--- src/common/aes_defs.svh ---
`ifndef AES_DEFS_SVH
`define AES_DEFS_SVH

// stream side word width
`define AES_WORD_W 32

// one AES block
`define AES_BLOCK_W 128

// AES-128 round count
`define AES_ROUNDS 10

// block entries per FIFO
`define AES_FIFO_DEPTH 16

`endif

--- src/common/aes_pkg.sv ---
`include "aes_defs.svh"

package aes_pkg;

	typedef logic [`AES_WORD_W-1:0] word_t;
	typedef logic [`AES_BLOCK_W-1:0] block_t;
	typedef logic [`AES_BLOCK_W-1:0] key_t;
	typedef logic [7:0] byte_t;
	typedef logic [3:0] round_t;

	// stream slave packet parser
	typedef enum logic [1:0] {
		S_CMD,
		S_KEY,
		S_IV,
		S_DATA
	} hdr_state_t;

	// block sequencer
	typedef enum logic [1:0] {
		C_IDLE,
		C_FETCH,
		C_RUN,
		C_PUSH
	} ctrl_state_t;

endpackage

--- src/common/aes_blk_if.sv ---
`timescale 1ns/1ps

// 128-bit block channel, valid/ready handshake
interface aes_blk_if import aes_pkg::*; ();

	logic   valid;
	logic   ready;
	block_t data;
	// block closes the packet
	logic   last;

	modport producer (output valid, output data, output last, input ready);

	modport consumer (input valid, input data, input last, output ready);

endinterface

--- src/common/aes_hdr_if.sv ---
`timescale 1ns/1ps

// packet header from stream slave to controller
interface aes_hdr_if import aes_pkg::*; ();

	logic   valid;
	logic   cbc;
	key_t   key;
	block_t iv;
	// packet still in flight
	logic   busy;

	modport src (output valid, output cbc, output key, output iv, input busy);

	modport snk (input valid, input cbc, input key, input iv, output busy);

endinterface

--- src/aes_core/aes_controller.sv ---
`timescale 1ns/1ps

module aes_controller import aes_pkg::*;
(
	input  logic        axis_aclk,
	input  logic        rst_n,
	aes_hdr_if.snk      hdr,
	aes_blk_if.consumer in_blk,
	aes_blk_if.producer out_blk,
	output logic        core_start,
	output key_t        core_key,
	output block_t      core_block,
	input  logic        core_done,
	input  block_t      core_result
);

	ctrl_state_t state;
	logic        cbc;
	block_t      chain;

	assign in_blk.ready = (state == C_FETCH);

	// ======================================================================
	// block sequencer
	always_ff @(posedge axis_aclk or negedge rst_n)
	begin
		if (!rst_n)
		begin
			state <= C_IDLE;
			hdr.busy <= 1'b0;
			core_start <= 1'b0;
			out_blk.valid <= 1'b0;
			out_blk.last <= 1'b0;
		end
		else
		begin
			core_start <= 1'b0;
			if (hdr.valid)
				hdr.busy <= 1'b1;
			case (state)
			C_IDLE:
				if (hdr.busy)
					state <= C_FETCH;
			C_FETCH:
				if (in_blk.valid)
				begin
					core_start <= 1'b1;
					out_blk.last <= in_blk.last;
					state <= C_RUN;
				end
			C_RUN:
				if (core_done)
				begin
					out_blk.valid <= 1'b1;
					state <= C_PUSH;
				end
			default:
				if (out_blk.ready)
				begin
					out_blk.valid <= 1'b0;
					if (out_blk.last)
					begin
						hdr.busy <= 1'b0;
						state <= C_IDLE;
					end
					else
						state <= C_FETCH;
				end
			endcase
		end
	end

	// key, chaining value and core operands
	always_ff @(posedge axis_aclk)
	begin
		if (hdr.valid)
		begin
			core_key <= hdr.key;
			cbc <= hdr.cbc;
			chain <= hdr.iv;
		end
		else if (state == C_PUSH && out_blk.ready)
			chain <= out_blk.data;
		if (state == C_FETCH && in_blk.valid)
			core_block <= cbc ? in_blk.data ^ chain : in_blk.data;
		if (state == C_RUN && core_done)
			out_blk.data <= core_result;
	end

	// the core only answers a block this controller started
	a_done_in_run: assert property (@(posedge axis_aclk) disable iff (!rst_n)
		core_done |-> state == C_RUN);

endmodule

--- src/flat_wrapper.sv ---
// flat-port wrapper written by rule: the top's interface ports become plain ports
module aes_controller_flat import aes_pkg::*;
  (axis_aclk, rst_n, core_start, core_key, core_block, core_done, core_result, hdr_valid, hdr_cbc, hdr_key, hdr_iv, hdr_busy, in_blk_valid, in_blk_data, in_blk_last, in_blk_ready, out_blk_valid, out_blk_data, out_blk_last, out_blk_ready);
  aes_hdr_if hdr_i ();
  aes_blk_if in_blk_i ();
  aes_blk_if out_blk_i ();
  input  logic axis_aclk;
  input  logic rst_n;
  output logic core_start;
  output key_t core_key;
  output block_t core_block;
  input  logic core_done;
  input  block_t core_result;
  input wire logic [$bits(hdr_i.valid)-1:0] hdr_valid;
  input wire logic [$bits(hdr_i.cbc)-1:0] hdr_cbc;
  input wire logic [$bits(hdr_i.key)-1:0] hdr_key;
  input wire logic [$bits(hdr_i.iv)-1:0] hdr_iv;
  output wire logic [$bits(hdr_i.busy)-1:0] hdr_busy;
  input wire logic [$bits(in_blk_i.valid)-1:0] in_blk_valid;
  input wire logic [$bits(in_blk_i.data)-1:0] in_blk_data;
  input wire logic [$bits(in_blk_i.last)-1:0] in_blk_last;
  output wire logic [$bits(in_blk_i.ready)-1:0] in_blk_ready;
  output wire logic [$bits(out_blk_i.valid)-1:0] out_blk_valid;
  output wire logic [$bits(out_blk_i.data)-1:0] out_blk_data;
  output wire logic [$bits(out_blk_i.last)-1:0] out_blk_last;
  input wire logic [$bits(out_blk_i.ready)-1:0] out_blk_ready;
  assign hdr_i.valid = hdr_valid;
  assign hdr_i.cbc = hdr_cbc;
  assign hdr_i.key = hdr_key;
  assign hdr_i.iv = hdr_iv;
  assign hdr_busy = hdr_i.busy;
  assign in_blk_i.valid = in_blk_valid;
  assign in_blk_i.data = in_blk_data;
  assign in_blk_i.last = in_blk_last;
  assign in_blk_ready = in_blk_i.ready;
  assign out_blk_valid = out_blk_i.valid;
  assign out_blk_data = out_blk_i.data;
  assign out_blk_last = out_blk_i.last;
  assign out_blk_i.ready = out_blk_ready;
  aes_controller u_core (.axis_aclk(axis_aclk), .rst_n(rst_n), .hdr(hdr_i), .in_blk(in_blk_i), .out_blk(out_blk_i), .core_start(core_start), .core_key(core_key), .core_block(core_block), .core_done(core_done), .core_result(core_result));
endmodule
--- config.mk ---
export PLATFORM = sky130hd
export DESIGN_NAME = aes_controller_flat
export DESIGN_NICKNAME = d
export VERILOG_FILES = /design/src/common/aes_pkg.sv /design/src/common/aes_blk_if.sv /design/src/common/aes_hdr_if.sv /design/src/aes_core/aes_controller.sv /design/src/flat_wrapper.sv
export VERILOG_INCLUDE_DIRS = /design/src /design/src/common
export SDC_FILE = /design/constraint.sdc
export NUM_CORES = 1
export LEC_CHECK = 0
export ABC_AREA = 0
export BUFFER_PORTS_ARGS = -buffer_cell sky130_fd_sc_hd__clkbuf_2
export CAP_MARGIN = 20
export CORE_AREA = 2 2 349 351
export CTS_BUF_LIST = sky130_fd_sc_hd__clkbuf_16
export CTS_CLUSTER_DIAMETER = 80
export DETAILED_ROUTE_END_ITERATION = 10
export DIE_AREA = 0 0 351 353
export GPL_TIMING_DRIVEN = 0
export PLACE_DENSITY = 0.32
export REMOVE_ABC_BUFFERS = 1
export SETUP_SLACK_MARGIN = 0.05
export SLEW_MARGIN = 25
export SYNTH_ARGS = -nofsm -noshare
export SYNTH_HDL_FRONTEND = slang
export SYNTH_SLANG_ARGS = --single-unit
--- constraint.sdc ---
create_clock -name axis_aclk -period 4.6 [get_ports axis_aclk]
set_input_delay 0.23 -clock axis_aclk [delete_from_list [all_inputs] [get_ports axis_aclk]]
set_output_delay 0.23 -clock axis_aclk [all_outputs]
set_load 0.01 [all_outputs]
==> flow_summary.yaml, run 1 <==
place:
  place_inst: 3483
  gp_routability_congestion: 0.773
  dp_hpwl_um: 56700
  placed_cell_area_sq_mm: 0.0259
  port-buffer-count: 908
min_path:
  min_path_type: "input pin to flop"
  hold_path.startpoint: "in_blk_data[8]"
logic_synthesis:
  synth_cell_type_count: 24
  avgSynthCellArea_sq_um: 19.8
  syn_area_sq_mm: 0.0190
  yosys.area.top_type: "edfxtp_1"
  synth_top_area_share: 0.811
  synth_seq_area_share: 0.819
  synth_cells: 957
  synth.area.top_cells: "edfxtp_1 (81%), mux2_2 (6.9%), xnor2_1 (5.9%), nand2_1 (2.5%), dfrtp_1 (0.79%)"
  yosys_warnings: 0
  synth_seq_cells: 519
sta:
  finalCritPeriodShare: 0.495
  rsz0062_at_grt: "false"
  finClkSkew_ps: 19.4
  setup_tns_ps: 0
  drv_slew: 0
  fin_crit_ps: 2280
  fmax_mhz: 439
  finalSetupViolCount: 0
  tightestPinTransition_ps: 726
  slew_headroom: 0.513
  hold_slack_ps: 55.9
  timing_hold_violations_final: 0
critical_path:
  worstReg2RegStart: "u_core.state[1]$_DFFE_PN0P_"
  path_buf_inv: 3
  crit_path_top_delay_cell: "and2_4"
  crit_top_cell: "buf_16"
  critical_path.startpoint: "u_core.state[1]$_DFFE_PN0P_"
  cpPeakStageDelay_ps: 460
  crit_chain: "inv_1 > ha_1 > and2_4 > buf_16 > buf_16"
  cp_top_family: "buffers and inverters"
  cp-start-kind: "flop"
  critical_path_class: "flop to flop"
  crit_required_ps: 4900
  cp.arrival_ps: 2570
  worst-path-max-fanout: 38
  crit_path_end_kind: "flop"
global_routing:
  grt_pass1_vias: 15339
  gr-total-overflow: 0
  grt.total_usage: 0.115
  grt_pass1_wl_um: 103000
  grt_max_degree: 82
  antenna_found_initial: 20
drt:
  vias: 13931
  finalWirelength_um: 73900
  ant_nets: 0
  first_pass_iters: 4
  drt-initial-drc-count: 576
  wire_per_inst_um: 18.0
  via_per_inst: 3.38
  drc_errors: 0
clocking:
  worstSkewPairLatency_ps: 610
  clk_pin_slew_ps: 60
  cts_setup_buffers: 0
  cts.sinks: 519
  cts-root-buf: "clkbuf_16"
  cts-buffers-inserted: 69
  cts_max_path_buffers: 3
  cts-htree-levels: 3
  tritoncts: "yes"
power_and_ir_drop:
  ir_drop_v: 0.000293
  p_leak_nw: 13.4
  p_per_area_mw_per_mm2: 424
final_layout:
  multi_input_area_sq_mm: 0.00330
  fillers: 12506
  fin_nets: 2970
  register_area_sq_mm: 0.0156
  syn_to_final_growth_pct: 74.6
  fin_util: 0.275
  drive_gt1_frac: 0.459
  fin_cells: 4118
  stdcell_area_sq_mm: 0.0331
run:
  maxCapViolCount: 0
floorplan:
  io_pins: 909
  dieArea_sq_mm: 0.124
  die_x_um: 351
  initial_utilization: 0.157
  rows: 128
  die_h_um: 353
  coreArea_sq_mm: 0.121
status:
  status: "completed"
-- path summary, 6_finish.rpt --
path | slack, ps | depth (start not counted) | endpoint
max reg2reg | 2320 | 5 | u_core.core_block[76]$_DFFE_PP_
max | 2320 | 5 | u_core.core_block[76]$_DFFE_PP_
min in group asynchronous | 590 | 3 | u_core.out_blk.valid$_DFFE_PN0P_
min reg2reg | 520 | 1 | u_core.out_blk.valid$_DFFE_PN0P_
max in group asynchronous | 3760 | 3 | u_core.core_start$_DFF_PN0_
min | 60 | 2 | u_core.core_block[8]$_DFFE_PP_
-- cell usage in the layout (no fill, tap or decap), types with 3 or more instances in the layout --
| cell | n |
|---|---|
| buf_8 | 9 |
| inv_1 | 20 |
| clkbuf_16 | 70 |
| clkinv_8 | 3 |
| dlygate4sd3_1 | 515 |
| mux2_2 | 117 |
| dfrtp_1 | 6 |
| clkinv_2 | 8 |
| nand2_1 | 128 |
| ha_1 | 6 |
| clkbuf_2 | 907 |
| bufinv_16 | 3 |
| clkinv_1 | 9 |
| diode_2 | 5 |
| xnor2_1 | 128 |
| mux2_1 | 12 |
| edfxtp_1 | 513 |
| buf_16 | 11 |
-- metrics by stage --
| stage | power [mW] | setup WS, ps |
|---|---|---|
| 2_1_floorplan | 7.47 | 488 |
| 3_3_place_gp | 8.85 | -6010 |
| 3_5_place_dp | 8.84 | 2280 |
| 4_1_cts | 14.4 | 2280 |
| 5_1_grt | 14.8 | 2190 |
| 6_report | 14.0 | 2320 |
-- sequential cells by signal (all words and copies together), names as in the netlist --
register	count
u_core.cbc	1
u_core.chain	128
u_core.core_block	128
u_core.core_key	128
u_core.core_start	1
u_core.hdr.busy	1
u_core.out_blk.data	128
u_core.out_blk.last	1
u_core.out_blk.valid	1
u_core.state	2
-- Yosys cell counts --
cell,instances
and2_2,1
nor4_2,1
a21oi_1,1
dfrtp_1,6
or4b_1,1
inv_1,3
ha_1,6
a2111oi_4,1
nor2b_4,1
a22o_1,1
nor2_1,1
mux2_4,2
clkbuf_1,1
mux2_2,117
edfxtp_1,513
nor2b_1,1
buf_2,27
nand2_1,128
a31oi_1,1
xnor2_1,128
a21o_1,1
and2_1,1
mux2_1,12
nor3_1,2
-- power by group --
part           leakage (nW)  internal (mW)  switching [mW]  total (mW)
combinational          7.35           1.20            1.42        2.62
clock                  1.09           2.92            2.11        5.03
sequential             4.95           6.14           0.258        6.40
-- final cells by class --
| type | instances | share of cell area |
|---|---|---|
| tap | 1625 | 0.0613 |
| sequential | 519 | 0.469 |
| timing repair buffer | 1444 | 0.307 |
| multi-input combinational | 407 | 0.0994 |
| clock inverter | 45 | 0.00974 |
| clock buffer | 70 | 0.0528 |
| inverter | 3 | 0.000340 |
| antenna | 5 | 0.000377 |
-- logic make-up (layout without fill, tap and decap cells) --
logic type	after synthesis	in the layout	share of synthesized area
AOI/OAI and AO/OA	5	5	0.00290
xor gates and xnor gates	128	128	0.0590
adders and majority gates	6	6	0.00395
buffers and inverters	31	1562	0.00791
DFF	519	519	0.819
muxes	131	131	0.0781
other	0	5	0
and+or+nand+nor	137	137	0.0290
-- metal layers --
| metal | global-route usage | vias up | part of all wire |
|---|---|---|---|
| li1 | - | 6573 | - |
| met1 | 0.125 | 6586 | 0.37 |
| met2 | 0.202 | 634 | 0.50 |
| met3 | 0.0446 | 130 | 0.099 |
| met4 | 0.0403 | 8 | 0.027 |
| met5 | 0 | - | 0.00062 |
-- what timing repair did --
action | in CTS | in global routing
hold endpoints to repair | 520 | 0
hold buffers | 515 | 0
resized for setup | 0 | 0
Note: power is estimated with default switching activity, not from simulation.
==> inputs of run 2 (changes only) <==
Clock period 4.6 ns to 2.3 ns, I/O delays scaled along.
==> run 2 against run 1 <==
Effect of this change:
- register-to-register slack got worse by 2100 ps
- non-clock buffer count increased by 6
- global-route usage is essentially flat
- largest power group unchanged
- highest routed layer unchanged
==> flow_summary.yaml, run 2 (synthesis results as in run 1) <==
sta:
  fin_crit_ps: 2090
  rsz0062_at_grt: "false"
  timing_hold_violations_final: 0
  fmax_mhz: 479
  finalCritPeriodShare: 0.907
  tightestPinTransition_ps: 734
  finalSetupViolCount: 0
  slew_headroom: 0.507
  finClkSkew_ps: 17.1
  drv_slew: 0
final_layout:
  fin_nets: 2977
  mostFrequentLayoutCells: "clkbuf_2 (907), dlygate4sd3_1 (519), edfxtp_1 (513)"
  fillers: 12503
  layout_commonest_cell: "clkbuf_2"
  stdcell_area_sq_mm: 0.0332
  fin_cells: 4126
  drive_gt1_frac: 0.459
  syn_to_final_growth_pct: 74.9
floorplan:
  io_pins: 909
  rows: 128
  initial_utilization: 0.157
  die_x_um: 351
  coreArea_sq_mm: 0.121
  die_h_um: 353
  dieArea_sq_mm: 0.124
place:
  dp_hpwl_um: 56700
  gp_routability_congestion: 0.773
  port-buffer-count: 908
  place_inst: 3483
  placed_cell_area_sq_mm: 0.0259
power_and_ir_drop:
  seq_power_share: 0.455
  sw_frac_of_total: 0.270
  internal_power_mw: 20.5
  p_comb_frac: 0.188
  clkPwrFrac: 0.358
  ir_drop_v: 0.000586
  p_leak_nw: 13.4
  p_sw_mw: 7.60
  p_per_area_mw_per_mm2: 847
drt:
  vias: 13948
  finalWirelength_um: 74100
  drc_errors: 0
  ant_nets: 0
  wire_per_inst_um: 18.0
  via_per_inst: 3.38
  first_pass_iters: 4
  drt-initial-drc-count: 572
clocking:
  cts.sinks: 519
  worstSkewPairLatency_ps: 610
  cts_max_path_buffers: 3
  clk_pin_slew_ps: 50
  cts-buffers-inserted: 69
  tritoncts: "yes"
  cts_resized: 0
  cts-root-buf: "clkbuf_16"
  cts-htree-levels: 3
critical_path:
  cp.arrival_ps: 2380
  rr_endpoint: "u_core.core_block[76]$_DFFE_PP_"
  worstReg2RegStart: "u_core.state[1]$_DFFE_PN0P_"
  crit_required_ps: 2600
  critical_path_class: "flop to flop"
  worst-path-max-fanout: 38
  r2r_cells: 5
  critical_path.startpoint: "u_core.state[1]$_DFFE_PN0P_"
  cp-start-kind: "flop"
  r2r_setup_slack_ps: 210
  crit_path_end_kind: "flop"
min_path:
  hold_depth: 2
  holdPathEnd: "u_core.core_block[73]$_DFFE_PP_"
  min_path_type: "input pin to flop"
  hold_path.startpoint: "in_blk_data[73]"
global_routing:
  grt_max_degree: 82
  grt.total_usage: 0.115
  antenna_found_initial: 19
  gr-total-overflow: 0
  grt_pass1_vias: 15348
  grt_pass1_wl_um: 103000
run:
  maxCapViolCount: 0
status:
  status: "completed"
-- run 2: cell count changes in the layout (fill, tap and decap cells not counted), sizes merged --
| cell | delta |
|---|---|
| diode | +1 |
| and2 | +1 |
| dlygate4sd3 | +4 |
| buf | +2 |
-- run 2: worst max-delay path by stage --
stage	end	slack [ps]	cells past startpoint
after floorplan	u_core.out_blk.data[0]$_DFFE_PP_	-1810	3
after global placement	u_core.chain[86]$_DFFE_PP_	-8200	2
after detailed placement	u_core.core_block[54]$_DFFE_PP_	-10	5
after CTS	u_core.core_block[125]$_DFFE_PP_	190	6
after global routing	u_core.core_block[122]$_DFFE_PP_	110	5
final	u_core.core_block[76]$_DFFE_PP_	210	5
-- run 2: power groups by stage --
stage	clock, mW	sequential, mW	combinational [mW]
5_1_grt	10.8	13.0	5.78
2_1_floorplan	0	13.5	1.44
3_5_place_dp	0	13.0	4.68
6_report	10.1	12.8	5.28
4_1_cts	10.5	12.8	5.50
3_3_place_gp	0	13.2	4.23
-- run 2: cell type report --
cell class                      count  area (sq um)  area share
Timing Repair Buffer             1450         10200       0.308
Antenna cell                        6          15.0    0.000452
Clock buffer                       70          1750      0.0527
Tap cell                         1625          2030      0.0612
Clock inverter                     45           323     0.00972
Sequential cell                   519         15600       0.468
Inverter                            3          11.3    0.000339
Multi-Input combinational cell    408          3300      0.0995
-- run 2: per-stage QoR --
stage | utilization | power [mW] | hold slack [ps] | setup WS, ps | setup TNS (ps)
2_1_floorplan | - | 14.9 | -181 | -1810 | -549090
3_3_place_gp | 0.211 | 17.4 | -37.6 | -8200 | -3158820
3_5_place_dp | 0.215 | 17.7 | -32.2 | -12.8 | -223
4_1_cts | 0.275 | 28.9 | 2.23 | 187 | 0
5_1_grt | 0.275 | 29.6 | 44.0 | 113 | 0
6_report | 0.275 | 28.1 | 88.1 | 214 | 0
-- run 2: repair_timing --
item                                    4_1_cts  5_1_grt
buffers inserted                              2        0
hold buffers                                519        0
hold endpoints to repair                    537        0
endpoints found under the setup margin       36        0
-- run 2: per-layer routing --
metal  global-route usage  share of wire  up-vias
li1                     -              -     6590
met1                0.126           0.38     6601
met2                0.202           0.50      625
met3               0.0441          0.099      126
met4               0.0403          0.027        6
met5                    0        0.00047        -
-- run 2: worst max-delay path, stage by stage (launching register included) --
cell and delay [ps]:
dfrtp_1 440, inv_1 110, ha_1 380, and2_4 250
buf_16 220, buf_16 260
==> inputs of run 3 (changes only) <==
Settings changed: ABC_AREA 0 to 1, CORE_AREA 2 2 349 351 to 2 2 351 353, DIE_AREA 0 0 351 353 to 0 0 353 355, HOLD_SLACK_MARGIN set to 0.05.
==> run 3 against run 2 <==
Effect of this change:
- clock power rose by 8%
- power up 1.8%
- via count increased by 14%
- worst setup slack improved by 96 ps
- register-to-register slack improved by 96 ps
- highest routed layer unchanged
- largest power group unchanged
- routed wire length is 14% higher
- critical path type unchanged
- global-route usage increased by 1.4 points
- die area increased by 1.1%
- clock skew increased by 17 ps
==> flow_summary.yaml, run 3 <==
global_routing:
  grt_pass1_vias: 17050
  gr-total-overflow: 0
  grt.total_usage: 0.129
  antenna_found_initial: 25
  grt_max_degree: 84
  grt_pass1_wl_um: 118000
critical_path:
  cp-start-kind: "flop"
  r2r_setup_slack_ps: 310
  worst-path-max-fanout: 74
  crit_path_end_kind: "flop"
  crit_required_ps: 2590
  cp.arrival_ps: 2280
  crit_path_top_delay_cell: "dfrtp_1"
  crit_chain: "inv_1 > ha_1 > nand2_1 > clkinv_8 > buf_16"
  r2r_cells: 5
  cpPeakStageDelay_ps: 400
  critical_path_class: "flop to flop"
sta:
  finalCritPeriodShare: 0.865
  timing_hold_violations_final: 0
  setup_tns_ps: 0
  drv_slew: 0
  finClkSkew_ps: 34.5
  rsz0062_at_grt: "false"
  setup_ws_ps: 310
  tightestPinTransition_ps: 623
  slew_headroom: 0.584
  fmax_mhz: 503
  fin_crit_ps: 1990
  finalSetupViolCount: 0
logic_synthesis:
  synth_top_area_share: 0.785
  synth-compound-area-share: 0.00159
  yosys.area_share.simple: 0.103
  synth_most_common_cell: "nand2_1"
  synthMuxAreaShare: 0
  yosys_warnings: 0
  synth_xor_area_frac: 0.0571
  synthFlopType: "edfxtp_1"
  synth_cells: 1376
  synth_seq_area_share: 0.793
  synth_cell_type_count: 16
  synth_common_cells: "nand2_1 (529), edfxtp_1 (513), inv_1 (138), xor2_1 (128), buf_2 (26)"
  synth_seq_cells: 519
  syn_area_sq_mm: 0.0196
  async_reset_ff_frac: 0.0116
  avgSynthCellArea_sq_um: 14.3
  synth_fa_ha_area_frac: 0.00383
  yosys.area.top_type: "edfxtp_1"
  synth_edf_count: 513
  synth.area.top_cells: "edfxtp_1 (79%), nand2_1 (10%), xor2_1 (5.7%), inv_1 (2.6%), dfrtp_1 (0.77%)"
  synth_top_family_by_area: "simple AND/OR/NAND/NOR gates"
floorplan:
  die_h_um: 355
  die_x_um: 353
  rows: 128
  io_pins: 909
  dieArea_sq_mm: 0.125
  coreArea_sq_mm: 0.121
  initial_utilization: 0.162
drt:
  via_per_inst: 3.49
  wire_per_inst_um: 18.5
  vias: 15863
  finalWirelength_um: 84300
  drc_errors: 0
  first_pass_iters: 5
  drt-initial-drc-count: 754
  ant_nets: 0
clocking:
  tritoncts: "yes"
  cts.sinks: 519
  cts-root-buf: "clkbuf_16"
  clk_pin_slew_ps: 50
  worstSkewPairLatency_ps: 640
  cts_max_path_buffers: 3
  cts-htree-levels: 3
  cts-buffers-inserted: 72
run:
  maxCapViolCount: 0
final_layout:
  drive_gt1_frac: 0.355
  layout_commonest_cell: "clkbuf_2"
  fin_nets: 3384
  multi_input_area_sq_mm: 0.00326
  stdcell_area_sq_mm: 0.0340
  mostFrequentLayoutCells: "clkbuf_2 (907), nand2_1 (528), dlygate4sd3_1 (522)"
  syn_to_final_growth_pct: 73.1
  register_area_sq_mm: 0.0156
  fin_util: 0.280
  fillers: 12783
power_and_ir_drop:
  p_leak_nw: 15.0
  clkPwrFrac: 0.381
  p_sw_mw: 8.07
  sw_frac_of_total: 0.282
  internal_power_mw: 20.6
  power_mw: 28.6
  ir_drop_v: 0.000509
  seq_power_share: 0.442
  p_comb_frac: 0.177
  p_per_area_mw_per_mm2: 843
place:
  pre_cts_ws_ps: -455
  port-buffer-count: 908
  gp_routability_congestion: 0.853
  dp_hpwl_um: 63500
  placed_cell_area_sq_mm: 0.0264
min_path:
  hold_depth: 3
  min_path_type: "input pin to flop"
status:
  status: "completed"
==> run 3: cell families (layout without fill, tap and decap cells) <==
group / Yosys count / count (layout)
AND/OR/NAND/NOR: 537 / 537
flip-flops: 519 / 519
buffers and inverters: 181 / 1717
XOR/XNOR: 128 / 128
adder cells (fa/ha/maj): 6 / 6
AO/OA/AOI/OAI: 5 / 5
other: 0 / 12
==> run 3: stage by stage <==
stage	hold WS (ps)	std cells
after floorplan	-181	1334
after global placement	-37.9	3867
after detailed placement	-37.3	3885
after CTS	57.5	4536
after global routing	130	4546
final	125	4549
==> run 3: final cells by class <==
| class | count | area share |
|---|---|---|
| timing repair buffer | 1450 | 0.301 |
| clock buffer | 72 | 0.0530 |
| antenna | 12 | 0.000884 |
| tap | 1625 | 0.0599 |
| clock inverter | 56 | 0.0144 |
| sequential | 519 | 0.458 |
| multi-input combinational | 676 | 0.0961 |
| inverter | 139 | 0.0167 |
==> run 3: worst max-delay path: cells and delay by family (launching register included) <==
kind	cells	cell delay, ps
fa+ha+maj	1	220
buf+inv	3	740
flops	1	400
simple gates	1	170
==> run 3: final timing paths <==
check / start / to
min reg2reg: u_core.out_blk.valid$_DFFE_PN0P_ / u_core.out_blk.valid$_DFFE_PN0P_
min: hdr_valid / u_core.chain[25]$_DFFE_PP_
max in group asynchronous: rst_n / u_core.state[0]$_DFFE_PN0P_
max: u_core.state[0]$_DFFE_PN0P_ / u_core.out_blk.data[49]$_DFFE_PP_
min in group asynchronous: rst_n / u_core.out_blk.valid$_DFFE_PN0P_
max reg2reg: u_core.state[0]$_DFFE_PN0P_ / u_core.out_blk.data[49]$_DFFE_PP_
==> run 3: routing by layer <==
metal / wire length, um / GRT usage / share of wire / vias to the layer above
met5: 70 / 0 / 0.00083 / -
met4: 3050 / 0.0511 / 0.036 / 12
met3: 7210 / 0.0490 / 0.085 / 158
met2: 42400 / 0.226 / 0.50 / 684
met1: 31500 / 0.141 / 0.37 / 7464
li1: - / - / - / 7545
==> run 3: power groups by stage <==
| stage | sequential [mW] | clock (mW) | combinational [mW] |
|---|---|---|---|
| 2_1_floorplan | 13.4 | 0 | 1.28 |
| 3_3_place_gp | 13.1 | 0 | 3.99 |
| 3_5_place_dp | 12.9 | 0 | 4.35 |
| 4_1_cts | 12.7 | 11.4 | 5.20 |
| 5_1_grt | 12.8 | 11.7 | 5.59 |
| 6_report | 12.7 | 10.9 | 5.07 |
==> run 3: timing repair <==
item                                    CTS  global route
gates resized for setup                   2             2
setup buffers                             1             0
hold buffers                            522             0
endpoints found under the setup margin   60            65
endpoints found under the hold margin   531             0
cloned                                    0             1
